`config.mk`:
```
export PLATFORM = sky130hd
export DESIGN_NAME = sdcard_card_top
export DESIGN_NICKNAME = d
export VERILOG_FILES = /design/src/rtl/sdcard_proto_pkg.sv /design/src/rtl/sdcard_model_pkg.sv /design/src/rtl/sdcard_timers.sv /design/src/rtl/sdcard_resp_builder.sv /design/src/rtl/sdcard_cmd_fsm.sv /design/src/rtl/sdcard_card_top.sv
export SDC_FILE = /design/constraint.sdc
export NUM_CORES = 1
export LEC_CHECK = 0
export BUFFER_PORTS_ARGS = -buffer_cell sky130_fd_sc_hd__buf_2
export CAP_MARGIN = 20
export CORE_MARGIN = 10
export CORE_UTILIZATION = 55
export DETAILED_ROUTE_END_ITERATION = 12
export HOLD_SLACK_MARGIN = 0.06
export PLACE_DENSITY_LB_ADDON = 0.2
export SLEW_MARGIN = 20
export SYNTH_ARGS = -nofsm -noshare
export SYNTH_HDL_FRONTEND = slang
export SYNTH_SLANG_ARGS = --single-unit
export TNS_END_PERCENT = 5
```
`constraint.sdc`:
```
create_clock -name i_clk -period 2.6 [get_ports i_clk]
set_input_delay 0.39 -clock i_clk [delete_from_list [all_inputs] [get_ports i_clk]]
set_output_delay 0.39 -clock i_clk [all_outputs]
set_load 0.01 [all_outputs]
```
`src/rtl/sdcard_proto_pkg.sv`:
```
// ####################
// SD command-layer definitions only, no data bus or CRC fields
// Delays are counted in clock cycles of the card model
// ####################

package sdcard_proto_pkg;

    // Command indices handled by the card model
    typedef enum logic [5:0] {
        CMD_GO_IDLE         = 6'd0,
        CMD_ALL_SEND_CID    = 6'd2,
        CMD_SEND_RCA        = 6'd3,
        CMD_IF_COND         = 6'd8,
        CMD_VOLT_SWITCH     = 6'd11,
        CMD_SD_SEND_OP_COND = 6'd41,
        CMD_APP_CMD         = 6'd55
    } sdcard_cmd_e;

    // Which response word the builder forms
    typedef enum logic [2:0] {
        RESP_NONE,
        RESP_ZERO,
        RESP_IF_COND,
        RESP_OCR,
        RESP_CID,
        RESP_RCA,
        RESP_ILLEGAL
    } sdcard_resp_kind_e;

    // Response delays
    localparam int SD_DLY_LONG  = 20;
    localparam int SD_DLY_SHORT = 2;
    localparam int SD_DLY_MIN   = 1;

    // Field positions inside the 32-bit response word
    localparam int SD_OCR_BUSY_BIT = 31;
    localparam int SD_RCA_LSB      = 16;
    localparam logic [31:0] SD_RESP_ILLEGAL = 32'hffff_ffff;

endpackage

```
`src/rtl/sdcard_model_pkg.sv`:
```
// ####################
// Card states and internal request/response structs
// Transfer states are not modelled
// ####################

package sdcard_model_pkg;

    // Identification-mode states plus standby and inactive
    typedef enum logic [2:0] {
        ST_IDLE,
        ST_READY,
        ST_IDENT,
        ST_STBY,
        ST_INA
    } sdcard_state_e;

    // Host request as taken on the valid/ready handshake
    typedef struct packed {
        sdcard_proto_pkg::sdcard_cmd_e cmd;
        logic [31:0]                   arg;
    } sdcard_req_t;

    // Order from the FSM to the response builder
    typedef struct packed {
        sdcard_proto_pkg::sdcard_resp_kind_e kind;
        logic [31:0]                         arg;
    } sdcard_resp_t;

endpackage

```
`src/rtl/sdcard_timers.sv`:
```
// ####################
// Power-up counter saturates at POWERUP_DELAY
// ####################

`timescale 1ns/1ps

module sdcard_timers #(
    parameter int POWERUP_DELAY = 700
) (
    input  logic        i_clk,
    input  logic        i_nrst,
    input  logic        i_dly_load,
    input  logic [31:0] i_dly_value,
    output logic        o_dly_done,
    output logic        o_powerup_done
);

    logic [31:0] pwr_cnt;
    logic [31:0] dly_cnt;
    logic        pwr_done;

    assign pwr_done = (pwr_cnt >= POWERUP_DELAY);

    // Emulates the card releasing the ACMD41 busy bit
    always_ff @(posedge i_clk or negedge i_nrst) begin
        if (!i_nrst) begin
            pwr_cnt <= '0;
        end else if (!pwr_done) begin
            pwr_cnt <= pwr_cnt + 32'd1;
        end
    end

    // Response delay, counts down to zero and stops
    always_ff @(posedge i_clk or negedge i_nrst) begin
        if (!i_nrst) begin
            dly_cnt <= '0;
        end else if (i_dly_load) begin
            dly_cnt <= i_dly_value;
        end else if (dly_cnt != '0) begin
            dly_cnt <= dly_cnt - 32'd1;
        end
    end

    assign o_dly_done     = (dly_cnt == '0);
    assign o_powerup_done = pwr_done;

endmodule

```
`src/rtl/sdcard_resp_builder.sv`:
```
// ####################
// OCR busy bit is sampled when the command is accepted
// ####################

`timescale 1ns/1ps

module sdcard_resp_builder #(
    parameter logic [3:0]  VHS        = 4'h1,
    parameter logic        PCIE_1_2V  = 1'b0,
    parameter logic        PCIE_AVAIL = 1'b0,
    parameter logic [23:0] VDD_WINDOW = 24'hff8000,
    parameter logic [31:0] CID_WORD   = 32'h0000_0000,
    parameter logic [15:0] RCA        = 16'h0000
) (
    input  logic                         i_clk,
    input  logic                         i_nrst,
    input  logic                         i_start,
    input  sdcard_model_pkg::sdcard_resp_t i_resp,
    input  logic                         i_powerup_done,
    input  logic                         i_release,
    output logic                         o_taken,
    output logic                         o_resp_valid,
    output logic [31:0]                  o_resp_data,
    input  logic                         i_resp_ready
);

    import sdcard_proto_pkg::*;

    logic [31:0] word_nxt;
    logic [31:0] r_data;
    logic        r_valid;

    always_comb begin
        word_nxt = '0;
        case (i_resp.kind)
            RESP_IF_COND: begin
                word_nxt[13]   = i_resp.arg[13] & PCIE_1_2V;
                word_nxt[12]   = i_resp.arg[12] & PCIE_AVAIL;
                word_nxt[11:8] = i_resp.arg[11:8] & VHS;
                // Check pattern goes back unchanged
                word_nxt[7:0]  = i_resp.arg[7:0];
            end
            RESP_OCR: begin
                word_nxt[SD_OCR_BUSY_BIT] = i_powerup_done;
                word_nxt[23:0]            = i_resp.arg[23:0] & VDD_WINDOW;
            end
            RESP_CID:     word_nxt = CID_WORD;
            RESP_RCA:     word_nxt[SD_RCA_LSB +: 16] = RCA;
            RESP_ILLEGAL: word_nxt = SD_RESP_ILLEGAL;
            default:      word_nxt = '0;
        endcase
    end

    always_ff @(posedge i_clk) begin
        if (i_start) begin
            r_data <= word_nxt;
        end
    end

    // Valid held until the host takes the word
    always_ff @(posedge i_clk or negedge i_nrst) begin
        if (!i_nrst) begin
            r_valid <= 1'b0;
        end else if (i_release) begin
            r_valid <= 1'b1;
        end else if (r_valid && i_resp_ready) begin
            r_valid <= 1'b0;
        end
    end

    assign o_taken      = r_valid & i_resp_ready;
    assign o_resp_valid = r_valid;
    assign o_resp_data  = r_data;

endmodule

```
`src/rtl/sdcard_cmd_fsm.sv`:
```
// ####################
// One command in flight; CMD55 only accepted in idle
// Inactive state is left by reset only
// ####################

`timescale 1ns/1ps

module sdcard_cmd_fsm #(
    parameter logic [23:0] VDD_WINDOW = 24'hff8000
) (
    input  logic                         i_clk,
    input  logic                         i_nrst,
    input  logic                         i_req_valid,
    input  sdcard_model_pkg::sdcard_req_t  i_req,
    output logic                         o_req_ready,
    input  logic                         i_powerup_done,
    input  logic                         i_dly_done,
    output logic                         o_dly_load,
    output logic [31:0]                  o_dly_value,
    output logic                         o_bld_start,
    output sdcard_model_pkg::sdcard_resp_t o_bld_resp,
    output logic                         o_bld_release,
    input  logic                         i_bld_taken
);

    import sdcard_proto_pkg::*;
    import sdcard_model_pkg::*;

    typedef enum logic [1:0] {
        WAIT_REQ,
        WAIT_DLY,
        WAIT_TAKE
    } ctl_e;

    ctl_e              ctl;
    sdcard_state_e     state;
    sdcard_state_e     state_nxt;
    logic              app_flag;
    logic              app_nxt;
    logic              r_req_ready;
    logic              r_release;
    logic              req_fire;
    sdcard_resp_kind_e dec_kind;
    logic [31:0]       dec_dly;
    logic [23:0]       masked_ocr;

    assign req_fire   = i_req_valid & r_req_ready;
    assign masked_ocr = i_req.arg[23:0] & VDD_WINDOW;

    // Per-state command decode
    always_comb begin
        dec_kind  = RESP_ILLEGAL;
        dec_dly   = '0;
        state_nxt = state;
        app_nxt   = 1'b0;
        if ((state != ST_INA) && (i_req.cmd == CMD_GO_IDLE)) begin
            dec_kind  = RESP_ZERO;
            dec_dly   = (state == ST_IDLE) ? SD_DLY_LONG : SD_DLY_SHORT;
            state_nxt = ST_IDLE;
        end else begin
            case (state)
                ST_IDLE: begin
                    case (i_req.cmd)
                        CMD_IF_COND: begin
                            dec_kind = RESP_IF_COND;
                            dec_dly  = SD_DLY_LONG;
                        end
                        CMD_APP_CMD: begin
                            dec_kind = RESP_NONE;
                            app_nxt  = 1'b1;
                        end
                        CMD_SD_SEND_OP_COND: begin
                            // Without the CMD55 prefix this stays illegal
                            if (app_flag) begin
                                dec_kind = RESP_OCR;
                                dec_dly  = SD_DLY_LONG;
                                if (masked_ocr == '0) begin
                                    state_nxt = ST_INA;
                                end else if (i_powerup_done) begin
                                    state_nxt = ST_READY;
                                end
                            end
                        end
                        default: ;
                    endcase
                end
                ST_READY: begin
                    if (i_req.cmd == CMD_ALL_SEND_CID) begin
                        dec_kind  = RESP_CID;
                        dec_dly   = SD_DLY_MIN;
                        state_nxt = ST_IDENT;
                    end else if (i_req.cmd == CMD_VOLT_SWITCH) begin
                        dec_kind = RESP_ZERO;
                        dec_dly  = SD_DLY_MIN;
                    end
                end
                ST_IDENT: begin
                    if (i_req.cmd == CMD_SEND_RCA) begin
                        dec_kind  = RESP_RCA;
                        dec_dly   = SD_DLY_MIN;
                        state_nxt = ST_STBY;
                    end
                end
                default: ;
            endcase
        end
    end

    always_ff @(posedge i_clk or negedge i_nrst) begin
        if (!i_nrst) begin
            ctl         <= WAIT_REQ;
            state       <= ST_IDLE;
            app_flag    <= 1'b0;
            r_req_ready <= 1'b1;
            r_release   <= 1'b0;
        end else begin
            // Release is one cycle after the delay expires
            r_release <= (ctl == WAIT_DLY) && i_dly_done;
            case (ctl)
                WAIT_REQ: begin
                    if (req_fire) begin
                        r_req_ready <= 1'b0;
                        state       <= state_nxt;
                        app_flag    <= app_nxt;
                        if (dec_kind != RESP_NONE) begin
                            ctl <= WAIT_DLY;
                        end
                    end else begin
                        // CMD55 drops ready for a single cycle
                        r_req_ready <= 1'b1;
                    end
                end
                WAIT_DLY: begin
                    if (i_dly_done) begin
                        ctl <= WAIT_TAKE;
                    end
                end
                default: begin
                    if (i_bld_taken) begin
                        ctl         <= WAIT_REQ;
                        r_req_ready <= 1'b1;
                    end
                end
            endcase
        end
    end

    assign o_req_ready   = r_req_ready;
    assign o_dly_load    = req_fire && (dec_kind != RESP_NONE);
    assign o_dly_value   = dec_dly;
    assign o_bld_start   = req_fire && (dec_kind != RESP_NONE);
    assign o_bld_resp    = '{kind: dec_kind, arg: i_req.arg};
    assign o_bld_release = r_release;

endmodule

```
`src/rtl/sdcard_card_top.sv`:
```
// ####################
// SD card command-layer model, no data lines
// Response latency is the command delay plus two cycles
// ####################

`timescale 1ns/1ps

module sdcard_card_top #(
    parameter int          POWERUP_DELAY = 700,
    parameter logic [3:0]  VHS           = 4'h1,
    parameter logic        PCIE_1_2V     = 1'b0,
    parameter logic        PCIE_AVAIL    = 1'b0,
    parameter logic [23:0] VDD_WINDOW    = 24'hff8000,
    parameter logic [31:0] CID_WORD      = 32'h0000_0000,
    parameter logic [15:0] RCA           = 16'h0000
) (
    input  logic        i_clk,
    input  logic        i_nrst,
    input  logic        i_req_valid,
    input  logic [5:0]  i_req_cmd,
    input  logic [31:0] i_req_arg,
    output logic        o_req_ready,
    output logic        o_resp_valid,
    output logic [31:0] o_resp_data,
    input  logic        i_resp_ready
);

    import sdcard_proto_pkg::*;
    import sdcard_model_pkg::*;

    sdcard_req_t  req;
    sdcard_resp_t bld_resp;
    logic         powerup_done;
    logic         dly_done;
    logic         dly_load;
    logic [31:0]  dly_value;
    logic         bld_start;
    logic         bld_release;
    logic         bld_taken;

    // Unknown indices pass through the cast and decode as illegal
    assign req = '{cmd: sdcard_cmd_e'(i_req_cmd), arg: i_req_arg};

    sdcard_cmd_fsm #(
        .VDD_WINDOW (VDD_WINDOW)
    ) u_fsm (
        .i_clk          (i_clk),
        .i_nrst         (i_nrst),
        .i_req_valid    (i_req_valid),
        .i_req          (req),
        .o_req_ready    (o_req_ready),
        .i_powerup_done (powerup_done),
        .i_dly_done     (dly_done),
        .o_dly_load     (dly_load),
        .o_dly_value    (dly_value),
        .o_bld_start    (bld_start),
        .o_bld_resp     (bld_resp),
        .o_bld_release  (bld_release),
        .i_bld_taken    (bld_taken)
    );

    sdcard_timers #(
        .POWERUP_DELAY (POWERUP_DELAY)
    ) u_timers (
        .i_clk          (i_clk),
        .i_nrst         (i_nrst),
        .i_dly_load     (dly_load),
        .i_dly_value    (dly_value),
        .o_dly_done     (dly_done),
        .o_powerup_done (powerup_done)
    );

    sdcard_resp_builder #(
        .VHS        (VHS),
        .PCIE_1_2V  (PCIE_1_2V),
        .PCIE_AVAIL (PCIE_AVAIL),
        .VDD_WINDOW (VDD_WINDOW),
        .CID_WORD   (CID_WORD),
        .RCA        (RCA)
    ) u_builder (
        .i_clk          (i_clk),
        .i_nrst         (i_nrst),
        .i_start        (bld_start),
        .i_resp         (bld_resp),
        .i_powerup_done (powerup_done),
        .i_release      (bld_release),
        .o_taken        (bld_taken),
        .o_resp_valid   (o_resp_valid),
        .o_resp_data    (o_resp_data),
        .i_resp_ready   (i_resp_ready)
    );

endmodule

```
Yosys cells after proc, flatten, opt, wreduce, memory -nomap -nowiden. Cells that the tools add are included.

$lt $le $gt $ge: 1. $add $sub $neg: 2. Mux-type cells: 43. Bitwise operators: 3. Reductions and logical operators: 20. Equality and inequality tests: 21.

Operator list (count): 2-to-1 mux 32 bit (4); one-hot mux 32 bit (3 select lines) (1); one-hot mux 32 bit (2 select lines) (1); 2-to-1 mux 3 bit (11); adder 32 x 1 -> 32 bit, second input constant (1); greater-or-equal comparator 32 x 10 -> 1 bit, second input constant (1); logical NOT 32 bit (1); nonzero test 32 bit (1); subtractor 32 x 1 -> 32 bit, second input constant (1); one-hot mux 14 bit (2 select lines) (1); one-hot mux 3 bit (3 select lines) (3); logical NOT 24 bit (1); one-hot mux 8 bit (2 select lines) (1); equality test 6 x 2 -> 1 bit, second input constant (2); equality test 6 x 4 -> 1 bit, second input constant (2); equality test 6 bit, second input constant (2); 2-to-1 mux 2 bit (5); 2-to-1 mux 5 bit (2); equality test 3 x 2 -> 1 bit, second input constant (3); 2-to-1 mux 1 bit (9); inequality test 3 x 1 -> 1 bit, second input constant (3); one-hot mux 2 bit (2 select lines) (2); AND reduction 8 bit (1); 2-to-1 mux 7 bit (1); other kinds (19) (30).

Bits in registers: 105. Output and inout port bits: 34.

Depth between registers and ports, before layout.
Depth after elaboration: 9. Gate-level depth with buffers: 9. Gate-level depth less buffers: 8.

Cells and area by module. From an unflattened synthesis, not the netlist that was laid out.

Cell total of the unflattened synthesis: 551. Area total of the unflattened synthesis: 5418.9 um2.

Modules (own cells, without submodules): sdcard_timers (seq. area each 1601.5 um2, times used 1, area each 3135.5 um2, cells each 315); sdcard_cmd_fsm (seq. area each 201.4 um2, times used 1, area each 1223.7 um2, cells each 151); sdcard_resp_builder (seq. area each 685.7 um2, times used 1, area each 1059.8 um2, cells each 85).

Worst setup path after synthesis. No wires, ideal clock.

Path type: in2reg. Start point: input port i_req_cmd[3]. End point: register u_builder.r_data[0], in the netlist u_builder.o_resp_data[0], enable pin. Buffers on the path: 2. Setup time: 0.367 ns. Stages on the path: 6. Setup slack: 0.268 ns. Arrival time: 1.965 ns. Data required time: 2.233 ns. Cell sequence: clkbuf_1 and4b_1 a31oi_1 o21ai_0 a31oi_2 buf_2.

Cells in the longest elaborated chain, start to end: 7.

RTL lines: start: declaration (line sdcard_card_top.sv:20) `input logic [5:0] i_req_cmd,`; equality test 6 x 4 -> 1 bit (line sdcard_cmd_fsm.sv:92) `end else if (i_req.cmd == CMD_VOLT_SWITCH) begin`; 2-to-1 mux 3 bit (line sdcard_cmd_fsm.sv:92); 2-to-1 mux 3 bit (line sdcard_cmd_fsm.sv:88) `if (i_req.cmd == CMD_ALL_SEND_CID) begin`; one-hot mux 3 bit (3 select lines) (line sdcard_cmd_fsm.sv:61) `case (state)`; 2-to-1 mux 3 bit * (line sdcard_cmd_fsm.sv:56) `if ((state != ST_INA) && (i_req.cmd == CMD_GO_IDLE)) begin`; nonzero test 3 bit * (line sdcard_cmd_fsm.sv:151) `assign o_bld_start = req_fire && (dec_kind != RESP_NONE);`; logical AND 1 bit * (line sdcard_cmd_fsm.sv:151); end signal: assignment (line sdcard_resp_builder.sv:56) `r_data <= word_nxt;`; end: declaration (line sdcard_resp_builder.sv:30) `logic [31:0] r_data;`.

Mark *: on every way between the ends. The rest lies on a longest branch, timed or not. A chain may end at the register's enable or synchronous reset.

Final worst setup path.
Start point: register u_timers.dly_cnt[4]. End point: register u_timers.dly_cnt[21].

Cells in the longest elaborated chain, start to end: 3.

RTL lines: start: declaration (line sdcard_timers.sv:19) `logic [31:0] dly_cnt;`; start signal: assignment (line sdcard_timers.sv:38) `dly_cnt <= i_dly_value;`; start signal: assignment (line sdcard_timers.sv:40) `dly_cnt <= dly_cnt - 32'd1;`; subtractor 32 x 1 -> 32 bit (line sdcard_timers.sv:40); 2-to-1 mux 32 bit (line sdcard_timers.sv:39) `end else if (dly_cnt != '0) begin`; 2-to-1 mux 32 bit (line sdcard_timers.sv:37) `end else if (i_dly_load) begin`.

Several ways; a longest one is shown, not always the timed one. The select of a mux whose other input is x is not followed.

==> impl_summary.txt <==
----------------------------------------------------
[Outcome]
  Result of the run ... finished, final reports clean

[Drt]
  Post-detailed-routing wire length ... around 9 mm
  Initial DRC count ... 185
  Total number of vias ... around 3200
  WL per Instance ... 15.2 um
  Number of iterations in the first detailed-routing pass ... 4
  Count of nets left with antenna violations after detail routing ... 0
  Number of vias per cell ... 5.56
  Remaining design rule violation count ... 0

[Worst setup path]
  CP Max Fanout ... 7
  Critical Setup Path Class ... register to register
  Worst EP required ... ~2900 ps
  Endpoint type of the worst setup path ... register
  Kind of launch point of the worst setup path ... register
  Signal arrival time at the worst endpoint ... 2580 ps

[Final layout]
  Total number of nets in the final design ... 516
  Area of combinational cells with multiple inputs ... around 1800 um^2
  Count of filler cells inserted in the layout ... 670
  Area added between synthesis and finish ... 12.0%
  Leading cell types in the layout, fill and taps excluded ... 72 x sky130_fd_sc_hd__dfrtp_1, 61 x sky130_fd_sc_hd__buf_2, 56 x sky130_fd_sc_hd__nor2_1, 29 x sky130_fd_sc_hd__xnor2_1, 22 x sky130_fd_sc_hd__edfxtp_1
  Count of inserted antenna diode cells ... 0
  Most common cell after layout, fill and taps aside ... sky130_fd_sc_hd__dfrtp_1
  Share of layout cells above drive strength 1 ... 0.231
  Storage element area ... roughly 2500 um^2

[STA]
  Ratio of final minimum period to clock period ... 0.881
  Post-layout min period ... approximately 2300 ps
  Fin Clk Skew ... 13.7 ps
  Unrepaired setup endpoints after global routing ... no
  Sum Neg Setup Slack ... 0 ps
  Worst-case headroom to the max-slew limit ... 0.600
  Final count of negative-setup-slack endpoints ... 0
  Peak Freq ... 0.437 GHz
  Worst hold margin ... between 300 and 400 ps
  Worst-margin pin slew ... 600 ps
  Final hold vios ... 0
  Max Transition Viols Final ... 0

[Yosys]
  Seq/Total Area, Yosys ... 0.543
  Net count after synthesis ... 480
  Post-synth EDFFs ... 22
  Proportion of synthesized flip-flops having asynchronous set or reset ... 0.768
  Post-Syn Instances ... 435
  Cell variety after synth ... 57
  Commonest register cell after synthesis ... sky130_fd_sc_hd__dfrtp_1
  Cell Area, Synth ... 4580 um^2
  Synth Register Bits ... 95
  Yosys synthesis warning count ... 0
  Avg Cell Area, Syn ... 10.5 um^2

[Clock tree]
  Latest clock arrival within the worst-skew pair ... around 350 ps
  Maximum buffer depth of the clock tree ... 2
  CTS Root Buffer Type ... sky130_fd_sc_hd__clkbuf_8
  Deepest level of the CTS H-tree ... 3
  Worst-path clk slew ... 100 ps
  CTS Hold Bufs ... 1
  Postcts setup bufs ... 0
  TritonCTS clock tree ... built
  Clock sink count ... 95
  Number of gates resized after CTS ... 0
  Clock buffer count from CTS ... 9

[Global route]
  Largest net degree at the start of global routing ... 59
  Global-route wire length before repair ... 15.6 mm
  Grt ovf ... 0
  Initial antenna violation count ... 0
  Number of global-route vias before repair ... roughly 3300
  Total routing resource utilization after global routing ... 0.147

[Hold path]
  Type of the most critical hold path ... primary input to register

[Place]
  DPL Wire Length ... 6.35 mm
  Weighted congestion reported at the end of routability-driven placement ... 0.909
  Buffers on Ports ... 61

[Power]
  Reported leakage power ... 0.00218 uW
  Power density over the cells ... 935 nW/um^2
  Largest voltage drop on the vdd net ... about 0.43 mV

[Die]
  Area of the core ... 8180 um^2
  Rows ... 33
  Floorplan die width ... 111 um
  Number of top-level pins ... 76
  Vert. Die Dim ... 111 um
  Die Footprint ... roughly 12000 um^2
  Initial core utilization ... 0.561

[Flow run]
  Max-cap violations ... 0

----------------------------------------------------
[per-stage QoR]
stage / power (uW) / cells / instance area, um^2 / util / setup slack, ps
2_1_floorplan: 3320 / 435 / 4580 / - / 268
3_3_place_gp: 3710 / 564 / 4900 / 0.600 / 297
3_5_place_dp: 3760 / 564 / 4900 / 0.600 / 281
4_1_cts: 4820 / 581 / 5130 / 0.628 / 311
5_1_grt: 5160 / 581 / 5130 / 0.628 / 41.2
6_report: 4800 / 581 / 5130 / 0.628 / 309
[sequential cells by signal (all words and copies together), names as in the netlist]
signal / count
u_timers.pwr_cnt: 32
u_timers.dly_cnt: 32
u_fsm.app_flag: 1
u_fsm.state: 3
u_fsm.ctl: 2
u_fsm.o_req_ready: 1
u_builder.o_resp_data: 22
u_fsm.o_bld_release: 1
u_builder.o_resp_valid: 1
[metal layers]
| metal | up-vias | track usage | part of all wire |
|---|---|---|---|
| met4 | 0 | 0.0531 | 0.012 |
| met3 | 11 | 0.0492 | 0.068 |
| met1 | 1534 | 0.182 | 0.46 |
| met5 | - | 0 | 0 |
| li1 | 1609 | - | - |
| met2 | 76 | 0.233 | 0.46 |
[worst paths after layout]
path / from / end / slack, ps / depth (start not counted)
worst max register to register: u_timers.dly_cnt[4] / u_timers.dly_cnt[21] / 310 / 5
max in group asynchronous: i_nrst / u_fsm.o_req_ready / 1310 / 3
worst max-delay path: u_timers.dly_cnt[4] / u_timers.dly_cnt[21] / 310 / 5
min in group asynchronous: i_nrst / u_timers.dly_cnt[30] / 570 / 2
worst min register to register: u_timers.pwr_cnt[10] / u_timers.pwr_cnt[10] / 380 / 0
worst min-delay path: i_resp_ready / u_builder.o_resp_valid / 310 / 3
[layout make-up]
class,count,share of cell area
sequential,95,0.485
multi-input combinational,281,0.355
tap,105,0.0256
inverter,10,0.00731
clock inverter,6,0.0141
timing repair buffer,74,0.0838
clock buffer,10,0.0290
[worst max-delay path: stages, from the launching register on]
cell and delay (ps):
sky130_fd_sc_hd__dfrtp_1 430, sky130_fd_sc_hd__nor4_1 440, sky130_fd_sc_hd__nand3_1 340, sky130_fd_sc_hd__or4_1 560, sky130_fd_sc_hd__or3_1 320, sky130_fd_sc_hd__a21oi_1 140
[synthesized netlist by cell type (3+ instances only)]
| cell type | instances | area share |
|---|---|---|
| sky130_fd_sc_hd__a31oi_1 | 3 | 0.0041 |
| sky130_fd_sc_hd__o21ai_0 | 13 | 0.014 |
| sky130_fd_sc_hd__and4b_1 | 3 | 0.0066 |
| sky130_fd_sc_hd__nor2_1 | 56 | 0.046 |
| sky130_fd_sc_hd__clkbuf_1 | 31 | 0.025 |
| sky130_fd_sc_hd__or4_4 | 3 | 0.0074 |
| sky130_fd_sc_hd__inv_1 | 10 | 0.0082 |
| sky130_fd_sc_hd__xnor2_1 | 29 | 0.055 |
| sky130_fd_sc_hd__or4_1 | 4 | 0.0066 |
| sky130_fd_sc_hd__a21oi_1 | 14 | 0.015 |
| sky130_fd_sc_hd__and3_1 | 6 | 0.0082 |
| sky130_fd_sc_hd__nand2b_1 | 4 | 0.0055 |
| sky130_fd_sc_hd__or3_1 | 13 | 0.018 |
| sky130_fd_sc_hd__buf_2 | 6 | 0.0066 |
| sky130_fd_sc_hd__ha_1 | 3 | 0.0082 |
| sky130_fd_sc_hd__nor3_1 | 19 | 0.021 |
| sky130_fd_sc_hd__buf_4 | 10 | 0.016 |
| sky130_fd_sc_hd__nand3b_1 | 3 | 0.0049 |
| sky130_fd_sc_hd__o31ai_1 | 3 | 0.0049 |
| sky130_fd_sc_hd__nand4_1 | 9 | 0.012 |
| sky130_fd_sc_hd__dfrtp_1 | 72 | 0.39 |
| sky130_fd_sc_hd__xor2_1 | 3 | 0.0057 |
| sky130_fd_sc_hd__nor4_1 | 17 | 0.023 |
| sky130_fd_sc_hd__nand2_1 | 15 | 0.012 |
| sky130_fd_sc_hd__a21o_1 | 12 | 0.020 |
| sky130_fd_sc_hd__edfxtp_1 | 22 | 0.14 |
| sky130_fd_sc_hd__nand3_1 | 12 | 0.013 |
[kinds of logic (layout without fill, tap and decap cells)]
| logic type | after synthesis | in the layout | synth area share |
|---|---|---|---|
| multiplexers | 2 | 2 | 0.00464 |
| XOR/XNOR | 33 | 33 | 0.0647 |
| flip-flops | 95 | 95 | 0.543 |
| buffers and inverters | 59 | 100 | 0.0611 |
| AND/OR/NAND/NOR | 181 | 181 | 0.225 |
| AO/OA/AOI/OAI | 62 | 62 | 0.0939 |
| adder cells (fa/ha/maj) | 3 | 3 | 0.00819 |
[report_power, final]
part | switching [uW] | internal, uW
Sequential | 214 | 1710
Combinational | 1060 | 779
Clock | 520 | 515
Total | 1790 | 3010
(Power assumes the default switching activity.)
